`config.mk`:
```
export PLATFORM = sky130hd
export DESIGN_NAME = spectrum_top
export DESIGN_NICKNAME = d
export VERILOG_FILES = /design/src/logic/spectrum_cfg_pkg.sv /design/src/logic/spectrum_event_pkg.sv /design/src/logic/bin_streamer.sv /design/src/logic/dft4_core.sv /design/src/logic/frame_checker.sv /design/src/logic/spectrum_top.sv
export SDC_FILE = /design/constraint.sdc
export NUM_CORES = 1
export LEC_CHECK = 0
export ABC_AREA = 1
export BUFFER_PORTS_ARGS = -buffer_cell sky130_fd_sc_hd__buf_2
export CELL_PAD_IN_SITES_DETAIL_PLACEMENT = 0
export CELL_PAD_IN_SITES_GLOBAL_PLACEMENT = 1
export CORE_ASPECT_RATIO = 1.75
export CORE_MARGIN = 3
export CORE_UTILIZATION = 53
export CTS_CLUSTER_SIZE = 25
export DETAILED_ROUTE_END_ITERATION = 7
export PLACE_DENSITY = 0.9
export SLEW_MARGIN = 40
export SYNTH_ARGS = -nofsm -noshare
export SYNTH_HDL_FRONTEND = slang
export SYNTH_SLANG_ARGS = --single-unit
```
`constraint.sdc`:
```
create_clock -name clk -period 10.2 [get_ports clk]
set_clock_uncertainty 0.05 [all_clocks]
set_input_delay 1.02 -clock clk [delete_from_list [all_inputs] [get_ports clk]]
set_output_delay 1.02 -clock clk [all_outputs]
set_load 0.02 [all_outputs]
```
`src/logic/spectrum_cfg_pkg.sv`:
```
package spectrum_cfg_pkg;

  // default bits per real or imaginary part of a sample
  localparam int SAMPLE_W = 16;

  // samples per frame, fixed for the radix-4 kernel
  localparam int FRAME_LEN = 4;

  // growth of a four-term sum: log2 of FRAME_LEN
  localparam int GROWTH = 2;

  // width of a sample or bin index
  localparam int POS_W = $clog2(FRAME_LEN);

  // index of a sample or bin within a frame
  typedef logic [POS_W-1:0] pos_t;

  // position of the final sample or bin
  localparam pos_t LAST_POS = pos_t'(FRAME_LEN - 1);

endpackage

```
`src/logic/spectrum_event_pkg.sv`:
```
package spectrum_event_pkg;

  // number of framing event flags
  localparam int EV_COUNT = 4;

  // bit positions inside event_t
  localparam int EV_FRAME_STARTED    = 0; // first sample of a frame accepted
  localparam int EV_TLAST_UNEXPECTED = 1; // last seen before position 3
  localparam int EV_TLAST_MISSING    = 2; // no last on position 3
  localparam int EV_CHANNEL_HALT     = 3; // input gap inside a frame

  // one-cycle pulses, one bit per event
  typedef logic [EV_COUNT-1:0] event_t;

endpackage

```
`src/logic/bin_streamer.sv`:
```
`timescale 1ns/1ns

module bin_streamer #(
  parameter int WIDTH = spectrum_cfg_pkg::SAMPLE_W
) (
  input  logic clk,
  input  logic rst_n,
  // parallel load from the core
  input  logic [spectrum_cfg_pkg::FRAME_LEN*2*(WIDTH+spectrum_cfg_pkg::GROWTH)-1:0] bins_data,
  input  logic bins_valid,
  output logic bins_take,
  // output stream, {im, re}
  output logic [2*(WIDTH+spectrum_cfg_pkg::GROWTH)-1:0] m_tdata,
  output logic m_tvalid,
  output logic m_tlast,
  input  logic m_tready
);

  import spectrum_cfg_pkg::*;

  localparam int BIN_W = WIDTH + GROWTH; // bits per bin part

  logic [2*BIN_W-1:0] buf_q [FRAME_LEN]; // bin buffer
  pos_t               rd_idx;            // next bin to send
  logic               full_q;            // buffer holds a frame
  logic               xfer;              // output handshake

  // load only into an empty buffer
  assign bins_take = bins_valid & ~full_q;
  assign xfer      = full_q & m_tready;

  assign m_tvalid = full_q;
  assign m_tdata  = buf_q[rd_idx];
  assign m_tlast  = full_q & (rd_idx == LAST_POS); // marks bin 3

  // fill flag and read index
  always_ff @(posedge clk or negedge rst_n) begin
    if (!rst_n) begin
      full_q <= 1'b0;
      rd_idx <= '0;
    end else if (bins_take) begin
      full_q <= 1'b1;
      rd_idx <= '0;
    end else if (xfer) begin
      if (rd_idx == LAST_POS) begin
        full_q <= 1'b0; // drained, next load allowed
        rd_idx <= '0;
      end else begin
        rd_idx <= rd_idx + 1'b1;
      end
    end
  end

  // copy all four bins on the take pulse
  always_ff @(posedge clk) begin
    if (bins_take) begin
      for (int i = 0; i < FRAME_LEN; i++) begin
        buf_q[i] <= bins_data[i*2*BIN_W +: 2*BIN_W];
      end
    end
  end

endmodule

```
`src/logic/dft4_core.sv`:
```
`timescale 1ns/1ns

module dft4_core #(
  parameter int WIDTH = spectrum_cfg_pkg::SAMPLE_W
) (
  input  logic clk,
  input  logic rst_n,
  // samples in, {im, re}
  input  logic [2*WIDTH-1:0] smp_data,
  input  logic               smp_valid,
  output logic               smp_ready,
  // four bins, bin 0 in the low bits
  output logic [spectrum_cfg_pkg::FRAME_LEN*2*(WIDTH+spectrum_cfg_pkg::GROWTH)-1:0] bins_data,
  output logic               bins_valid,
  input  logic               bins_take
);

  import spectrum_cfg_pkg::*;

  localparam int BIN_W = WIDTH + GROWTH; // bits per bin part

  typedef enum logic [1:0] {
    ST_COLLECT,  // taking samples
    ST_COMPUTE,  // frame complete, bins registered at end of cycle
    ST_HOLD      // bins waiting for the streamer
  } state_t;

  state_t            state_q;
  pos_t              wr_pos;                 // next sample slot
  logic              accept;                 // sample handshake
  logic [2*WIDTH-1:0] smp_q   [FRAME_LEN];   // sample register file
  logic [2*BIN_W-1:0] bins_q  [FRAME_LEN];   // registered bins, {im, re}
  logic signed [BIN_W-1:0] x_re [FRAME_LEN]; // sign-extended parts
  logic signed [BIN_W-1:0] x_im [FRAME_LEN];
  logic signed [BIN_W-1:0] s02_re, s02_im;   // x0 + x2
  logic signed [BIN_W-1:0] s13_re, s13_im;   // x1 + x3
  logic signed [BIN_W-1:0] d02_re, d02_im;   // x0 - x2
  logic signed [BIN_W-1:0] d13_re, d13_im;   // x1 - x3
  logic [2*BIN_W-1:0] bin_d   [FRAME_LEN];   // bins before the register

  assign smp_ready  = (state_q == ST_COLLECT);
  assign bins_valid = (state_q == ST_HOLD);
  assign accept     = smp_valid & smp_ready;

  // control: collect, compute, hold until taken
  always_ff @(posedge clk or negedge rst_n) begin
    if (!rst_n) begin
      state_q <= ST_COLLECT;
      wr_pos  <= '0;
    end else begin
      case (state_q)
        ST_COLLECT: begin
          if (accept) begin
            if (wr_pos == LAST_POS) begin
              wr_pos  <= '0;
              state_q <= ST_COMPUTE;
            end else begin
              wr_pos <= wr_pos + 1'b1;
            end
          end
        end
        ST_COMPUTE: state_q <= ST_HOLD;
        ST_HOLD:    if (bins_take) state_q <= ST_COLLECT; // ready again next cycle
        default:    state_q <= ST_COLLECT;
      endcase
    end
  end

  // sample storage
  always_ff @(posedge clk) begin
    if (accept) smp_q[wr_pos] <= smp_data;
  end

  // unpack and sign-extend to bin width
  always_comb begin
    for (int i = 0; i < FRAME_LEN; i++) begin
      x_re[i] = BIN_W'($signed(smp_q[i][WIDTH-1:0]));
      x_im[i] = BIN_W'($signed(smp_q[i][2*WIDTH-1:WIDTH]));
    end
  end

  // first butterfly stage
  assign s02_re = x_re[0] + x_re[2];
  assign s02_im = x_im[0] + x_im[2];
  assign s13_re = x_re[1] + x_re[3];
  assign s13_im = x_im[1] + x_im[3];
  assign d02_re = x_re[0] - x_re[2];
  assign d02_im = x_im[0] - x_im[2];
  assign d13_re = x_re[1] - x_re[3];
  assign d13_im = x_im[1] - x_im[3];

  // second stage, twiddles are +-1 and +-j only
  assign bin_d[0] = {s02_im + s13_im, s02_re + s13_re};
  assign bin_d[2] = {s02_im - s13_im, s02_re - s13_re};
  assign bin_d[1] = {d02_im - d13_re, d02_re + d13_im}; // -j * d13
  assign bin_d[3] = {d02_im + d13_re, d02_re - d13_im}; // +j * d13

  // bin registers, loaded once per frame
  always_ff @(posedge clk) begin
    if (state_q == ST_COMPUTE) begin
      for (int i = 0; i < FRAME_LEN; i++) begin
        bins_q[i] <= bin_d[i];
      end
    end
  end

  // pack in bin order
  always_comb begin
    for (int i = 0; i < FRAME_LEN; i++) begin
      bins_data[i*2*BIN_W +: 2*BIN_W] = bins_q[i];
    end
  end

endmodule

```
`src/logic/frame_checker.sv`:
```
`timescale 1ns/1ns

module frame_checker #(
  parameter int WIDTH = spectrum_cfg_pkg::SAMPLE_W
) (
  input  logic                         clk,
  input  logic                         rst_n,
  // input stream, {im, re}
  input  logic [2*WIDTH-1:0]           s_tdata,
  input  logic                         s_tvalid,
  input  logic                         s_tlast,
  output logic                         s_tready,
  // samples toward the core
  output logic [2*WIDTH-1:0]           smp_data,
  output logic                         smp_valid,
  input  logic                         smp_ready,
  // framing events
  output spectrum_event_pkg::event_t   events
);

  import spectrum_cfg_pkg::*;
  import spectrum_event_pkg::*;

  pos_t   pos_q;   // position of the next sample in the frame
  logic   xfer;    // input handshake this cycle
  logic   in_frame; // frame opened, not all samples seen yet
  event_t ev_d;    // event conditions, this cycle
  event_t ev_q;    // registered pulses

  // data and ready go straight through
  assign smp_data  = s_tdata;
  assign smp_valid = s_tvalid;
  assign s_tready  = smp_ready;

  assign xfer     = s_tvalid & smp_ready;
  assign in_frame = (pos_q != '0);

  // sample counter, frame closes after FRAME_LEN samples
  always_ff @(posedge clk or negedge rst_n) begin
    if (!rst_n) begin
      pos_q <= '0;
    end else if (xfer) begin
      if (pos_q == LAST_POS) begin
        pos_q <= '0; // s_tlast is not used to close
      end else begin
        pos_q <= pos_q + 1'b1;
      end
    end
  end

  // event conditions from counter and last marker
  always_comb begin
    ev_d = '0;
    ev_d[EV_FRAME_STARTED]    = xfer & (pos_q == '0);
    ev_d[EV_TLAST_UNEXPECTED] = xfer & s_tlast & (pos_q != LAST_POS);
    ev_d[EV_TLAST_MISSING]    = xfer & ~s_tlast & (pos_q == LAST_POS);
    ev_d[EV_CHANNEL_HALT]     = in_frame & smp_ready & ~s_tvalid; // starved, not stalled
  end

  // pulses show one cycle after the cause
  always_ff @(posedge clk or negedge rst_n) begin
    if (!rst_n) begin
      ev_q <= '0;
    end else begin
      ev_q <= ev_d;
    end
  end

  assign events = ev_q;

endmodule

```
`src/logic/spectrum_top.sv`:
```
`timescale 1ns/1ns

module spectrum_top #(
  parameter int WIDTH = spectrum_cfg_pkg::SAMPLE_W
) (
  input  logic clk,
  input  logic rst_n,
  // sample stream in, {im, re}
  input  logic [2*WIDTH-1:0] s_tdata,
  input  logic s_tvalid,
  input  logic s_tlast,
  output logic s_tready,
  // bin stream out, {im, re}
  output logic [2*(WIDTH+spectrum_cfg_pkg::GROWTH)-1:0] m_tdata,
  output logic m_tvalid,
  output logic m_tlast,
  input  logic m_tready,
  // framing event pulses
  output spectrum_event_pkg::event_t events
);

  import spectrum_cfg_pkg::*;

  logic [2*WIDTH-1:0]                  smp_data;   // checker to core
  logic                                smp_valid;
  logic                                smp_ready;
  logic [FRAME_LEN*2*(WIDTH+GROWTH)-1:0] bins_data; // core to streamer
  logic                                bins_valid;
  logic                                bins_take;

  frame_checker #(.WIDTH(WIDTH)) u_frame_checker (
    .clk      (clk),
    .rst_n    (rst_n),
    .s_tdata  (s_tdata),
    .s_tvalid (s_tvalid),
    .s_tlast  (s_tlast),
    .s_tready (s_tready),
    .smp_data (smp_data),
    .smp_valid(smp_valid),
    .smp_ready(smp_ready),
    .events   (events)
  );

  dft4_core #(.WIDTH(WIDTH)) u_dft4_core (
    .clk       (clk),
    .rst_n     (rst_n),
    .smp_data  (smp_data),
    .smp_valid (smp_valid),
    .smp_ready (smp_ready),
    .bins_data (bins_data),
    .bins_valid(bins_valid),
    .bins_take (bins_take)
  );

  bin_streamer #(.WIDTH(WIDTH)) u_bin_streamer (
    .clk       (clk),
    .rst_n     (rst_n),
    .bins_data (bins_data),
    .bins_valid(bins_valid),
    .bins_take (bins_take),
    .m_tdata   (m_tdata),
    .m_tvalid  (m_tvalid),
    .m_tlast   (m_tlast),
    .m_tready  (m_tready)
  );

endmodule

```
==> metrics.md, run 1 <==
| Metric | Value |
|---|---|
| Clock Sink Count | `421` |
| Worst Slack Setup Final | `5.81 ns` |
| Post CTS Setup Buffer Count | `0` |
| Synthesized cell area | `0.0295 sq mm` |
| Post-CTS Hold Buffers | `0` |
| Global route overflow | `0` |
| Count of fill cells added during filler insertion | `5,061` |
| Sequential area share after synthesis | `42.6%` |
| Worst ir drop on vdd | `192 uV` |
| Worst rel slew slack | `46.2%` |
| Clock tree from TritonCTS | `done` |
| Net count after synthesis | `3,878` |
| Starting density of the core | `53.9%` |
| Static leakage | `14.6 nW` |
| Antenna diodes | `0` |
| Global-route wire length before repair | `128,000 microns` |
| Hold crit path type | `input port to async pin` |
| Slack of the worst reg-to-reg path | `6.43 ns` |
| Final Max Tran Viols | `0` |
| Worst reg2reg path endpoint | `u_dft4_core.bins_q[3][17]` |
| Unrepaired setup endpoints after global routing | `no` |
| Post-layout min period | `4.39 ns` |
| Synth warnings | `0` |
| TritonCTS Buffers | `40` |
| Fraction of power spent switching nets | `50.6%` |
| Number of antenna violations at the first check in global routing | `0` |
| Startpoint of the lowest-slack register-to-register path | `u_dft4_core.smp_q[3][16]` |
| Post-Synthesis Cells | `3,554` |
| Clock Tree Root | `clkbuf_16` |
| Post-Route Setup TNS | `0 ns` |
| Number of I/O port buffers | `79` |
| Proportion of synthesized flip-flops having asynchronous set or reset | `3.09%` |
| Clock latency reported for the late side of the worst-skew pair | `0.58 ns` |
| Worst Setup Path Type | `flop to primary output` |
| Cell type with the largest total area after synthesis | `edfxtp_1` |
| Proportion of power drawn by the clock network | `13.9%` |
| Core area | `0.0547 sq mm` |
| Share of the clock period used by the worst path | `43.0%` |
| Count of state elements after synthesis | `421` |
| Global router's overall resource usage | `28.3%` |
| Post-route ant nets | `0` |
| Vert. Die Dim | `318 microns` |
| Total met3 wirelength after detailed routing | `3750 microns` |
| Number of cells upsized or downsized after cts | `0` |
| Met2 WL | `43,300 microns` |
| Net total in the final layout | `3,897` |
| Final setup vio count | `0` |
| Biggest fanout along the worst timing path | `73` |
| WL/cell | `19.5 microns` |
| DRC violation total after the first TritonRoute iteration | `1,673` |
| Combinational share of power | `61.2%` |
| Data arrival at the endpoint of the critical path | `3.32 ns` |
| Largest cells by area after synthesis | `edfxtp_1 42%, nand2_1 12%, ha_1 11%` |
| Routability cong. | `0.985` |
| Number of synthesized flops with an enable pin | `408` |
| Number of library cell types mapped by synthesis | `46` |
| Maximum capacitance violations | `0` |
| Die ar. | `0.0587 sq mm` |
| Standard-cell row count | `113` |
| TritonRoute pass-1 iters | `6` |
| Share of the synthesized area in the top cell type | `41.5%` |
| Mean post-synth cell area | `8.30 sq um` |
| Routed vias | `23,400` |
| R2R depth | `19` |
| Post-CTS clock slew at the launch and capture registers of the worst setup and hold paths | `0.07 ns` |
| Top routing layer used | `met4` |
| Actual slew at the worst max-slew pin | `0.804 ns` |
| Maximum frequency from static timing analysis | `228 MHz` |
| Via count of the first global-routing pass | `22,800` |
| M1 WL | `32,000 microns` |
| Power density cells | `341 mW/mm^2` |
| Primary FF master, synth | `edfxtp_1` |
| Count of endpoints failing hold in the final timing report | `0` |
| Post-route total power | `10.8 mW` |
| Routed vias/inst | `5.44` |
| Critical Path Start Type | `flop` |
| Final cell utilization of the core | `57.6%` |
| Deepest level of the CTS H-tree | `2` |
| Data required time at the worst endpoint | `9.13 ns` |
| # DRC | `0` |
| Share of final-layout standard cells stronger than drive strength 1 | `7.49%` |
| Setup slack at placement | `6.39 ns` |
| Max Buffers Root-to-Sink | `3` |
| Pin count of the biggest net entering global routing | `75` |
| Switching power summed over all nets | `5.44 mW` |
| Horiz. Die Dim | `184 microns` |
| Io pins | `80` |
| Cell Int Power | `5.32 mW` |
| Area growth from synthesis to final layout | `6.80%` |
| Sequential share of power | `24.8%` |
| DPL Wire Length | `68,400 microns` |
| Kind of capture point of the worst setup path | `primary output` |
| Routed wire length | `83,700 microns` |
| Outcome | `complete, no violations` |
==> layout by cell type, fill, tap and decap left out, types with 20 or more instances in the layout <==
master	synthesis	final
clkbuf_16	0	40
a21oi_1	199	199
edfxtp_1	408	408
nor2_1	348	343
ha_1	271	271
o21bai_1	27	27
nand2_1	920	920
xor2_1	115	115
o22ai_1	34	34
o21ai_0	164	164
a21oi_2	26	26
inv_1	473	471
xnor2_1	22	22
buf_2	43	79
nand3_1	230	230
nand2_2	20	20
==> worst max-delay path, stage by stage, from the launching register on <==
cell,delay (ns)
dfrtp_2,0.35
buf_4,0.54
clkinv_1,0.79
buf_4,0.50
o21ai_0,0.20
o22ai_1,0.14
buf_2,0.19
==> cells in the mapped netlist (2+ instances only) <==
master	number
o21ai_2	12
inv_2	18
xor2_1	115
and2_1	8
nand3b_1	10
a21o_1	12
nor3_2	2
nor4_1	15
clkbuf_1	19
inv_1	473
dfrtp_1	13
o21bai_1	27
nand2_1	920
buf_4	23
a21oi_1	199
fa_1	16
nor2_2	14
nand3_2	7
a21boi_2	2
a31oi_1	4
nand2_2	20
nand4_1	18
nor2_1	348
nor3_1	18
xnor2_1	22
buf_2	43
a21oi_2	26
clkbuf_2	6
ha_1	271
edfxtp_1	408
o22ai_1	34
o21ai_1	6
nand3_1	230
buf_6	20
o21ai_0	164
==> kinds of logic after synthesis <==
group                    after synthesis  share of synthesized area (%)
flip-flops                           421                           42.6
XOR/XNOR                             139                           4.18
AO/OA/AOI/OAI                        486                           9.26
buffers and inverters                606                           8.73
adder cells (fa/ha/maj)              287                           12.6
AND/OR/NAND/NOR                     1615                           22.6
==> power by group through the flow <==
| stage | clock, mW | sequential (mW) | combinational (mW) |
|---|---|---|---|
| 6_report | 1.50 | 2.67 | 6.59 |
| 3_3_place_gp | 0 | 2.70 | 6.47 |
| 4_1_cts | 1.53 | 2.67 | 6.52 |
| 3_5_place_dp | 0 | 2.71 | 6.49 |
| 2_1_floorplan | 0 | 2.69 | 4.67 |
| 5_1_grt | 1.59 | 2.69 | 7.30 |
==> flip-flops by register name (all words and copies together), names as in the netlist <==
| register | cells |
|---|---|
| u_dft4_core.wr_pos | 2 |
| u_frame_checker.events | 4 |
| u_dft4_core.state_q | 2 |
| u_dft4_core.bins_q | 140 |
| u_bin_streamer.rd_idx | 2 |
| u_bin_streamer.m_tvalid | 1 |
| u_dft4_core.smp_q | 128 |
| u_frame_checker.pos_q | 2 |
| u_bin_streamer.buf_q | 140 |
==> area by class of cell <==
class / count / area, sq um / area share, %
Clock inverter: 30 / 319 / 1.01
Clock buffer: 44 / 1020 / 3.22
Tap cell: 690 / 863 / 2.74
Multi-Input combinational cell: 2527 / 14400 / 45.7
Inverter: 494 / 1860 / 5.91
Timing Repair Buffer: 89 / 482 / 1.53
Sequential cell: 421 / 12600 / 39.9
==> metrics by stage <==
stage | hold slack [ns] | instances | area, sq um
after floorplan | 0.350 | 3554 | 29500
after global placement | 0.351 | 4221 | 30200
after detailed placement | 0.355 | 4221 | 30200
after CTS | 0.268 | 4295 | 31500
after global routing | 0.288 | 4295 | 31500
final | 0.276 | 4295 | 31500
==> worst max path at each step <==
stage	startpoint	end	slack (ns)	depth (start not counted)
5_1_grt	u_bin_streamer.rd_idx[0]	m_tdata[16]	5.51	6
3_3_place_gp	u_bin_streamer.rd_idx[0]	m_tdata[3]	6.42	6
4_1_cts	u_bin_streamer.rd_idx[0]	m_tdata[2]	5.79	6
2_1_floorplan	u_dft4_core.state_q[0]	u_dft4_core.bins_q[0][0]	3.26	2
3_5_place_dp	u_bin_streamer.rd_idx[0]	m_tdata[2]	6.39	6
6_report	u_bin_streamer.rd_idx[0]	m_tdata[2]	5.81	6
==> metal layers <==
metal | GRT usage (%) | up-vias
li1 | - | 11600
met1 | 33.1 | 10900
met2 | 51.7 | 691
met3 | 2.51 | 166
met4 | 13.4 | 0
met5 | 0 | -
(Power assumes the default switching activity.)
==> run 2, diff against run 1 <==
--- a/config.mk
+++ b/config.mk
@@ -5,16 +5,16 @@
 export SDC_FILE = /design/constraint.sdc
 export NUM_CORES = 1
 export LEC_CHECK = 0
-export ABC_AREA = 1
+export ABC_AREA = 0
 export BUFFER_PORTS_ARGS = -buffer_cell sky130_fd_sc_hd__buf_2
 export CELL_PAD_IN_SITES_DETAIL_PLACEMENT = 0
 export CELL_PAD_IN_SITES_GLOBAL_PLACEMENT = 1
 export CORE_ASPECT_RATIO = 1.75
 export CORE_MARGIN = 3
-export CORE_UTILIZATION = 53
+export CORE_UTILIZATION = 52
 export CTS_CLUSTER_SIZE = 25
 export DETAILED_ROUTE_END_ITERATION = 7
-export PLACE_DENSITY = 0.9
+export PLACE_DENSITY = 0.85
 export SLEW_MARGIN = 40
 export SYNTH_ARGS = -nofsm -noshare
 export SYNTH_HDL_FRONTEND = slang
==> constraint.sdc (replaced) <==
create_clock -name clk -period 4.55 [get_ports clk]
set_clock_uncertainty 0.05 [all_clocks]
set_input_delay 0.455 -clock clk [delete_from_list [all_inputs] [get_ports clk]]
set_output_delay 0.455 -clock clk [all_outputs]
set_load 0.02 [all_outputs]
==> run 2 against run 1 <==
  * Synthesized area fell by 10%
  * Highest routed layer unchanged
  * Critical endpoint is now u_dft4_core.bins_q[1][34]
  * Count of clock-buffer cells in the layout rose by 1
  * Global-route usage fell by 4.0 points
==> metrics.md, run 2 <==
| Metric | Value |
|---|---|
| Outcome | `complete, no violations` |
| Standard-cell row count | `108` |
| Critical Path Start Type | `flop` |
| Count of fill cells added during filler insertion | `4,152` |
| DPL Wire Length | `51,300 microns` |
| Share of the synthesized area in the top cell type | `46.3%` |
| Antenna diodes | `0` |
| Actual slew at the worst max-slew pin | `0.823 ns` |
| Routed wire length | `66,200 microns` |
| Worst Setup Path Type | `flop to flop` |
| Most frequently used cell type in the post-synthesis netlist | `edfxtp_1` |
| Final cell utilization of the core | `59.1%` |
| TritonCTS Buffers | `40` |
| Sequential area share after synthesis | `47.6%` |
| Clock latency reported for the late side of the worst-skew pair | `0.58 ns` |
| Routed vias/inst | `5.76` |
| Total met3 wirelength after detailed routing | `2870 microns` |
| Biggest fanout along the worst timing path | `3` |
| Final Max Tran Viols | `0` |
| Number of library cell types mapped by synthesis | `71` |
| Data arrival at the endpoint of the critical path | `4.65 ns` |
| Post-route ant nets | `0` |
| Core area | `0.0500 sq mm` |
| Area growth from synthesis to final layout | `11.7%` |
| Die ar. | `0.0537 sq mm` |
| Maximum frequency from static timing analysis | `229 MHz` |
| DRC violation total after the first TritonRoute iteration | `1,268` |
| Maximum capacitance violations | `0` |
| Final setup vio count | `0` |
| Mean post-synth cell area | `11.2 sq um` |
| Largest cells by area after synthesis | `edfxtp_1 46%, ha_1 13%, xnor2_1 5.5%` |
| Clock Tree Root | `clkbuf_16` |
| Count of endpoints failing hold in the final timing report | `0` |
| Met2 WL | `33,700 microns` |
| # placed instances | `3,099` |
| Share of final-layout standard cells stronger than drive strength 1 | `12.7%` |
| Horiz. Die Dim | `176 microns` |
| Number of I/O port buffers | `79` |
| Worst rel slew slack | `45.1%` |
| Max Buffers Root-to-Sink | `3` |
| Routed vias | `18,300` |
| Cell type with the largest total area after synthesis | `edfxtp_1` |
| TritonRoute pass-1 iters | `6` |
| # DRC | `0` |
| Global route overflow | `0` |
| Post-layout min period | `4.37 ns` |
| Synthesized cell area | `0.0264 sq mm` |
| Top cells by instance count after synthesis | `408 x edfxtp_1, 271 x ha_1, 238 x inv_1` |
| Net count after synthesis | `2,682` |
| Sequential cell area | `0.0126 sq mm` |
| Clock tree from TritonCTS | `done` |
| Deepest level of the CTS H-tree | `2` |
| Proportion of synthesized flip-flops having asynchronous set or reset | `3.09%` |
| Kind of capture point of the worst setup path | `flop` |
| Global router's overall resource usage | `24.4%` |
| Vert. Die Dim | `304 microns` |
| Routability cong. | `0.909` |
| Synth warnings | `0` |
| Number of synthesized flops with an enable pin | `408` |
| Total area of multi-input combinational cells | `0.0128 sq mm` |
| Via count of the first global-routing pass | `18,200` |
| Leading registers by flop count | `u_bin_streamer.buf_q x140, u_dft4_core.bins_q x140, u_dft4_core.smp_q x128` |
| Most common library cell in the layout ignoring fill and taps | `edfxtp_1` |
| Non-Filler Instances | `3,176` |
| Number of antenna violations at the first check in global routing | `0` |
| Clock Sink Count | `421` |
| Pin count of the biggest net entering global routing | `144` |
| WL/cell | `20.9 microns` |
| M1 WL | `26,400 microns` |
| Io pins | `80` |
| Commonest cells after routing, fill and taps aside | `408 x edfxtp_1, 264 x ha_1, 238 x inv_1` |
| Top routing layer used | `met4` |
| Global-route wire length before repair | `102,000 microns` |
| Starting density of the core | `52.9%` |
| Post-CTS clock slew at the launch and capture registers of the worst setup and hold paths | `0.07 ns` |
| Worst Slack Setup Final | `0.177 ns` |
| Data required time at the worst endpoint | `4.83 ns` |
| Count of state elements after synthesis | `421` |
| Primary FF master, synth | `edfxtp_1` |
| Setup slack at placement | `0.0507 ns` |
| Share of the clock period used by the worst path | `96.1%` |
| Post-Synthesis Cells | `2,358` |
| Post-Route Setup TNS | `0 ns` |
| Hold crit path type | `input port to flop` |
| Net total in the final layout | `2,808` |
==> run 2: cell types whose count changed after synthesis, sizes merged, moves of 41 or more <==
cell,delta
xor2,-75
clkbuf,+45
o21ai,-100
buf,-79
nor2b,+45
inv,-253
xnor2,+142
nor3,+54
nand3,-210
nand2,-868
nor2,-200
a21oi,-41
==> run 2: metal layers <==
| metal | GRT usage [%] | up-vias |
|---|---|---|
| met1 | 30.0 | 8838 |
| met4 | 10.9 | 0 |
| met2 | 43.0 | 512 |
| met5 | 0 | - |
| li1 | - | 8812 |
| met3 | 2.55 | 142 |
==> run 2: what timing repair did <==
action	CTS	global route
hold buffers	2	0
setup endpoints to repair	0	29
endpoints found under the hold margin	14	0
setup buffers	0	1
gates resized for setup	0	35
==> run 2: final timing paths <==
path                                          start                          to  slack (ns)  depth (start not counted)
max                         u_dft4_core.smp_q[3][1]   u_dft4_core.bins_q[1][34]        0.18                         17
min                                     s_tdata[28]    u_dft4_core.smp_q[3][28]        0.05                          1
max reg2reg                 u_dft4_core.smp_q[3][1]   u_dft4_core.bins_q[1][34]        0.18                         17
min reg2reg                u_dft4_core.bins_q[2][9]  u_bin_streamer.buf_q[2][9]        0.36                          0
max in group asynchronous                     rst_n    u_bin_streamer.rd_idx[0]        3.95                          2
min in group asynchronous                     rst_n    u_frame_checker.pos_q[0]        0.25                          2
==> run 2: layout make-up <==
| cell class | instances | area share [%] |
|---|---|---|
| inverter | 247 | 3.14 |
| clock inverter | 29 | 1.02 |
| tap | 660 | 2.80 |
| sequential | 421 | 42.6 |
| timing repair buffer | 162 | 3.59 |
| multi-input combinational | 1612 | 43.3 |
| clock buffer | 45 | 3.60 |
==> run 2: per-stage QoR <==
step | hold WS (ns) | cell area [sq um]
2_1_floorplan | 0.109 | 26500
3_3_place_gp | 0.300 | 28000
3_5_place_dp | 0.302 | 28000
4_1_cts | 0.0368 | 29400
5_1_grt | 0.0406 | 29500
6_report | 0.0533 | 29500
==> run 2: logic make-up (layout without fill, tap and decap cells) <==
family	Yosys count	in the layout	share of synthesized area [%]
compound gates	558	558	14.0
buf+inv	325	483	4.63
xor+xnor	206	206	6.82
flops	421	421	47.6
mux	45	45	3.34
simple gates	516	516	9.62
fa+ha+maj	287	287	14.0
==> run 2: worst max-delay path, cell delays in order (launching register included) <==
cell and delay (ns):
edfxtp_1 0.38, inv_1 0.12, ha_1 0.24, nor2b_1 0.14, o2111a_1 0.26, or2_2 0.32
a21o_1 0.18, a21o_1 0.18, xnor2_1 0.12, buf_4 0.15, ha_1 0.31, inv_2 0.06
a2111oi_2 0.35, nand2_1 0.13, a311o_1 0.34, a221o_1 0.36, a221o_1 0.31, xnor2_1 0.13
Power of run 2 is left out: the tool's default activity adds up to more than one toggle a clock period on the data nets, which glitch-free logic cannot reach.
==> run 3, diff against run 2 <==
--- a/config.mk
+++ b/config.mk
@@ -7,14 +7,14 @@
 export LEC_CHECK = 0
 export ABC_AREA = 0
 export BUFFER_PORTS_ARGS = -buffer_cell sky130_fd_sc_hd__buf_2
-export CELL_PAD_IN_SITES_DETAIL_PLACEMENT = 0
-export CELL_PAD_IN_SITES_GLOBAL_PLACEMENT = 1
+export CELL_PAD_IN_SITES_DETAIL_PLACEMENT = 2
+export CELL_PAD_IN_SITES_GLOBAL_PLACEMENT = 2
 export CORE_ASPECT_RATIO = 1.75
 export CORE_MARGIN = 3
-export CORE_UTILIZATION = 52
+export CORE_UTILIZATION = 43
 export CTS_CLUSTER_SIZE = 25
 export DETAILED_ROUTE_END_ITERATION = 7
-export PLACE_DENSITY = 0.85
+export PLACE_DENSITY = 0.83
 export SLEW_MARGIN = 40
 export SYNTH_ARGS = -nofsm -noshare
 export SYNTH_HDL_FRONTEND = slang
==> run 3 against run 2 <==
  * The flow now finishes with violations (setup timing)
  * Sequential cell count unchanged
  * Die area grew 20%
  * Utilization down 8.0 points
  * Count of clock-buffer cells in the layout rose by 1
  * Setup slack worse by 0.29 ns
  * Largest cell class unchanged
  * Hold slack worse by 0.050 ns
  * Cell area grew 4.8%
  * Routed wire length up 56%
  * Register-to-register slack lost 0.29 ns
==> metrics.md, run 3 (same netlist as run 2, synthesis figures left out) <==
| Metric | Value |
|---|---|
| TritonCTS Buffers | `43` |
| Share of the clock period used by the worst path | `103%` |
| Data required time at the worst endpoint | `4.85 ns` |
| Clock tree from TritonCTS | `done` |
| Actual slew at the worst max-slew pin | `0.735 ns` |
| Routability cong. | `0.925` |
| Io pins | `80` |
| # DRC | `0` |
| Buffers plus inverters on the worst setup path | `3` |
| Via count of the first global-routing pass | `23,200` |
| Number of antenna violations at the first check in global routing | `3` |
| Cell depth of the worst setup path | `16` |
| Final Max Tran Viols | `0` |
| Hold crit path type | `input port to flop` |
| Max Buffers Root-to-Sink | `3` |
| Worst rel slew slack | `51.0%` |
| Worst Slack Setup Final | `-0.117 ns` |
| Clock Sink Count | `421` |
| Count of fill cells added during filler insertion | `5,939` |
| Worst Setup Path Type | `flop to flop` |
| Fin Hold WS | `0.00291 ns` |
| DRC violation total after the first TritonRoute iteration | `1,154` |
| Clock latency reported for the late side of the worst-skew pair | `0.64 ns` |
| Standard-cell row count | `119` |
| Data arrival at the endpoint of the critical path | `4.96 ns` |
| Share of final-layout standard cells stronger than drive strength 1 | `19.4%` |
| Leading registers by flop count | `u_bin_streamer.buf_q x140, u_dft4_core.bins_q x140, u_dft4_core.smp_q x128` |
| Kind of capture point of the worst setup path | `flop` |
| Starting density of the core | `43.6%` |
| Largest delay share family, worst path | `compound AO/OA/AOI/OAI gates` |
| WL/cell | `30.5 microns` |
| Core area | `0.0606 sq mm` |
| Commonest cells after routing, fill and taps aside | `408 x edfxtp_1, 254 x ha_1, 234 x inv_1` |
| Post-CTS clock slew at the launch and capture registers of the worst setup and hold paths | `0.07 ns` |
| Area growth from synthesis to final layout | `17.1%` |
| Outcome | `complete, but fails checks` |
| Global-route wire length before repair | `146,000 microns` |
| Net total in the final layout | `2,894` |
| Most common library cell in the layout ignoring fill and taps | `edfxtp_1` |
| Horiz. Die Dim | `193 microns` |
| Critical Path Start Type | `flop` |
| Post-layout min period | `4.67 ns` |
| CP max-delay cell | `a311o_2` |
| Global route overflow | `0` |
| Clock Tree Root | `clkbuf_16` |
| Final setup vio count | `7` |
| Deepest level of the CTS H-tree | `2` |
| Biggest fanout along the worst timing path | `4` |
| DPL Wire Length | `75,000 microns` |
| Maximum capacitance violations | `0` |
| Unrepaired setup endpoints after global routing | `yes` |
| Cell count of the worst hold path | `1` |
| Maximum frequency from static timing analysis | `214 MHz` |
| Cell-by-cell listing of the critical path | `inv_1 > ha_1 > nor2b_1 > o21bai_2 > a21oi_1 > a311o_2 > a311oi_4 > xnor2_2 > inv_1 > ha_1 > or3_4 > nand3b_1 > a31oi_2 > buf_4 > or4_1 > nand4_1` |
| Post-route ant nets | `0` |
| Count of endpoints failing hold in the final timing report | `0` |
| Violations in the final reports | `setup timing` |
| Routed vias/inst | `6.07` |
| Global router's overall resource usage | `29.7%` |
| Pin count of the biggest net entering global routing | `141` |
| TritonRoute pass-1 iters | `5` |
| Slowest stage delay, CP | `0.48 ns` |
| Routed vias | `20,600` |
| Vert. Die Dim | `334 microns` |
| Routed wire length | `104,000 microns` |
| R2R depth | `16` |
| Die ar. | `0.0646 sq mm` |
| Number of I/O port buffers | `79` |
## run 3: stage by stage
step / cell area (sq um) / TNS, ns / setup WS, ns / std cells / utilization (%)
floorplan: 26500 / -13.82 / -0.0980 / 2358 / -
global placement: 28600 / -0.486 / -0.160 / 3281 / 47.2
detailed placement: 28600 / -3.63 / -0.304 / 3281 / 47.2
CTS: 30200 / -0.000308 / -0.000308 / 3366 / 49.9
global route: 31000 / -2.32 / -0.210 / 3390 / 51.1
finish: 31000 / -0.278 / -0.117 / 3393 / 51.1
## run 3: repair_timing
| action | in CTS | in global routing |
|---|---|---|
| gates resized for setup | 49 | 115 |
| setup endpoints to repair | 42 | 49 |
| gates cloned | 0 | 0 |
| pin swaps | 10 | 36 |
| hold endpoints to repair | 14 | 0 |
| setup buffers | 4 | 23 |
| hold buffers | 2 | 0 |
## run 3: metal layers
| metal | track usage [%] | vias up | wire [microns] |
|---|---|---|---|
| met5 | 0 | - | 0 |
| met4 | 20.5 | 0 | 9360 |
| met3 | 3.69 | 390 | 3500 |
| met2 | 59.1 | 688 | 57300 |
| met1 | 27.6 | 10500 | 33400 |
| li1 | - | 8985 | - |
## run 3: area by class of cell
class,count,area [sq um],share of cell area (%)
multi-input cells,1612,13400,43.2
flip-flops and latches,421,12600,40.6
repair buffers,245,1690,5.46
clock buffers,46,1090,3.51
well taps,786,983,3.18
inverters,247,931,3.01
clock inverters,33,292,0.942
diodes,3,7.51,0.0242
## run 3: final timing paths
kind	slack, ns	end	startpoint
worst min register to register	0.37	u_bin_streamer.buf_q[0][13]	u_dft4_core.bins_q[0][13]
worst max register to register	-0.12	u_dft4_core.bins_q[0][34]	u_dft4_core.smp_q[3][20]
max in group asynchronous	3.99	u_bin_streamer.rd_idx[1]	rst_n
worst max-delay path	-0.12	u_dft4_core.bins_q[0][34]	u_dft4_core.smp_q[3][20]
worst min-delay path	0.003	u_dft4_core.smp_q[0][5]	s_tdata[5]
min in group asynchronous	0.20	u_dft4_core.wr_pos[1]	rst_n
Power of run 3 is left out for the same reason.
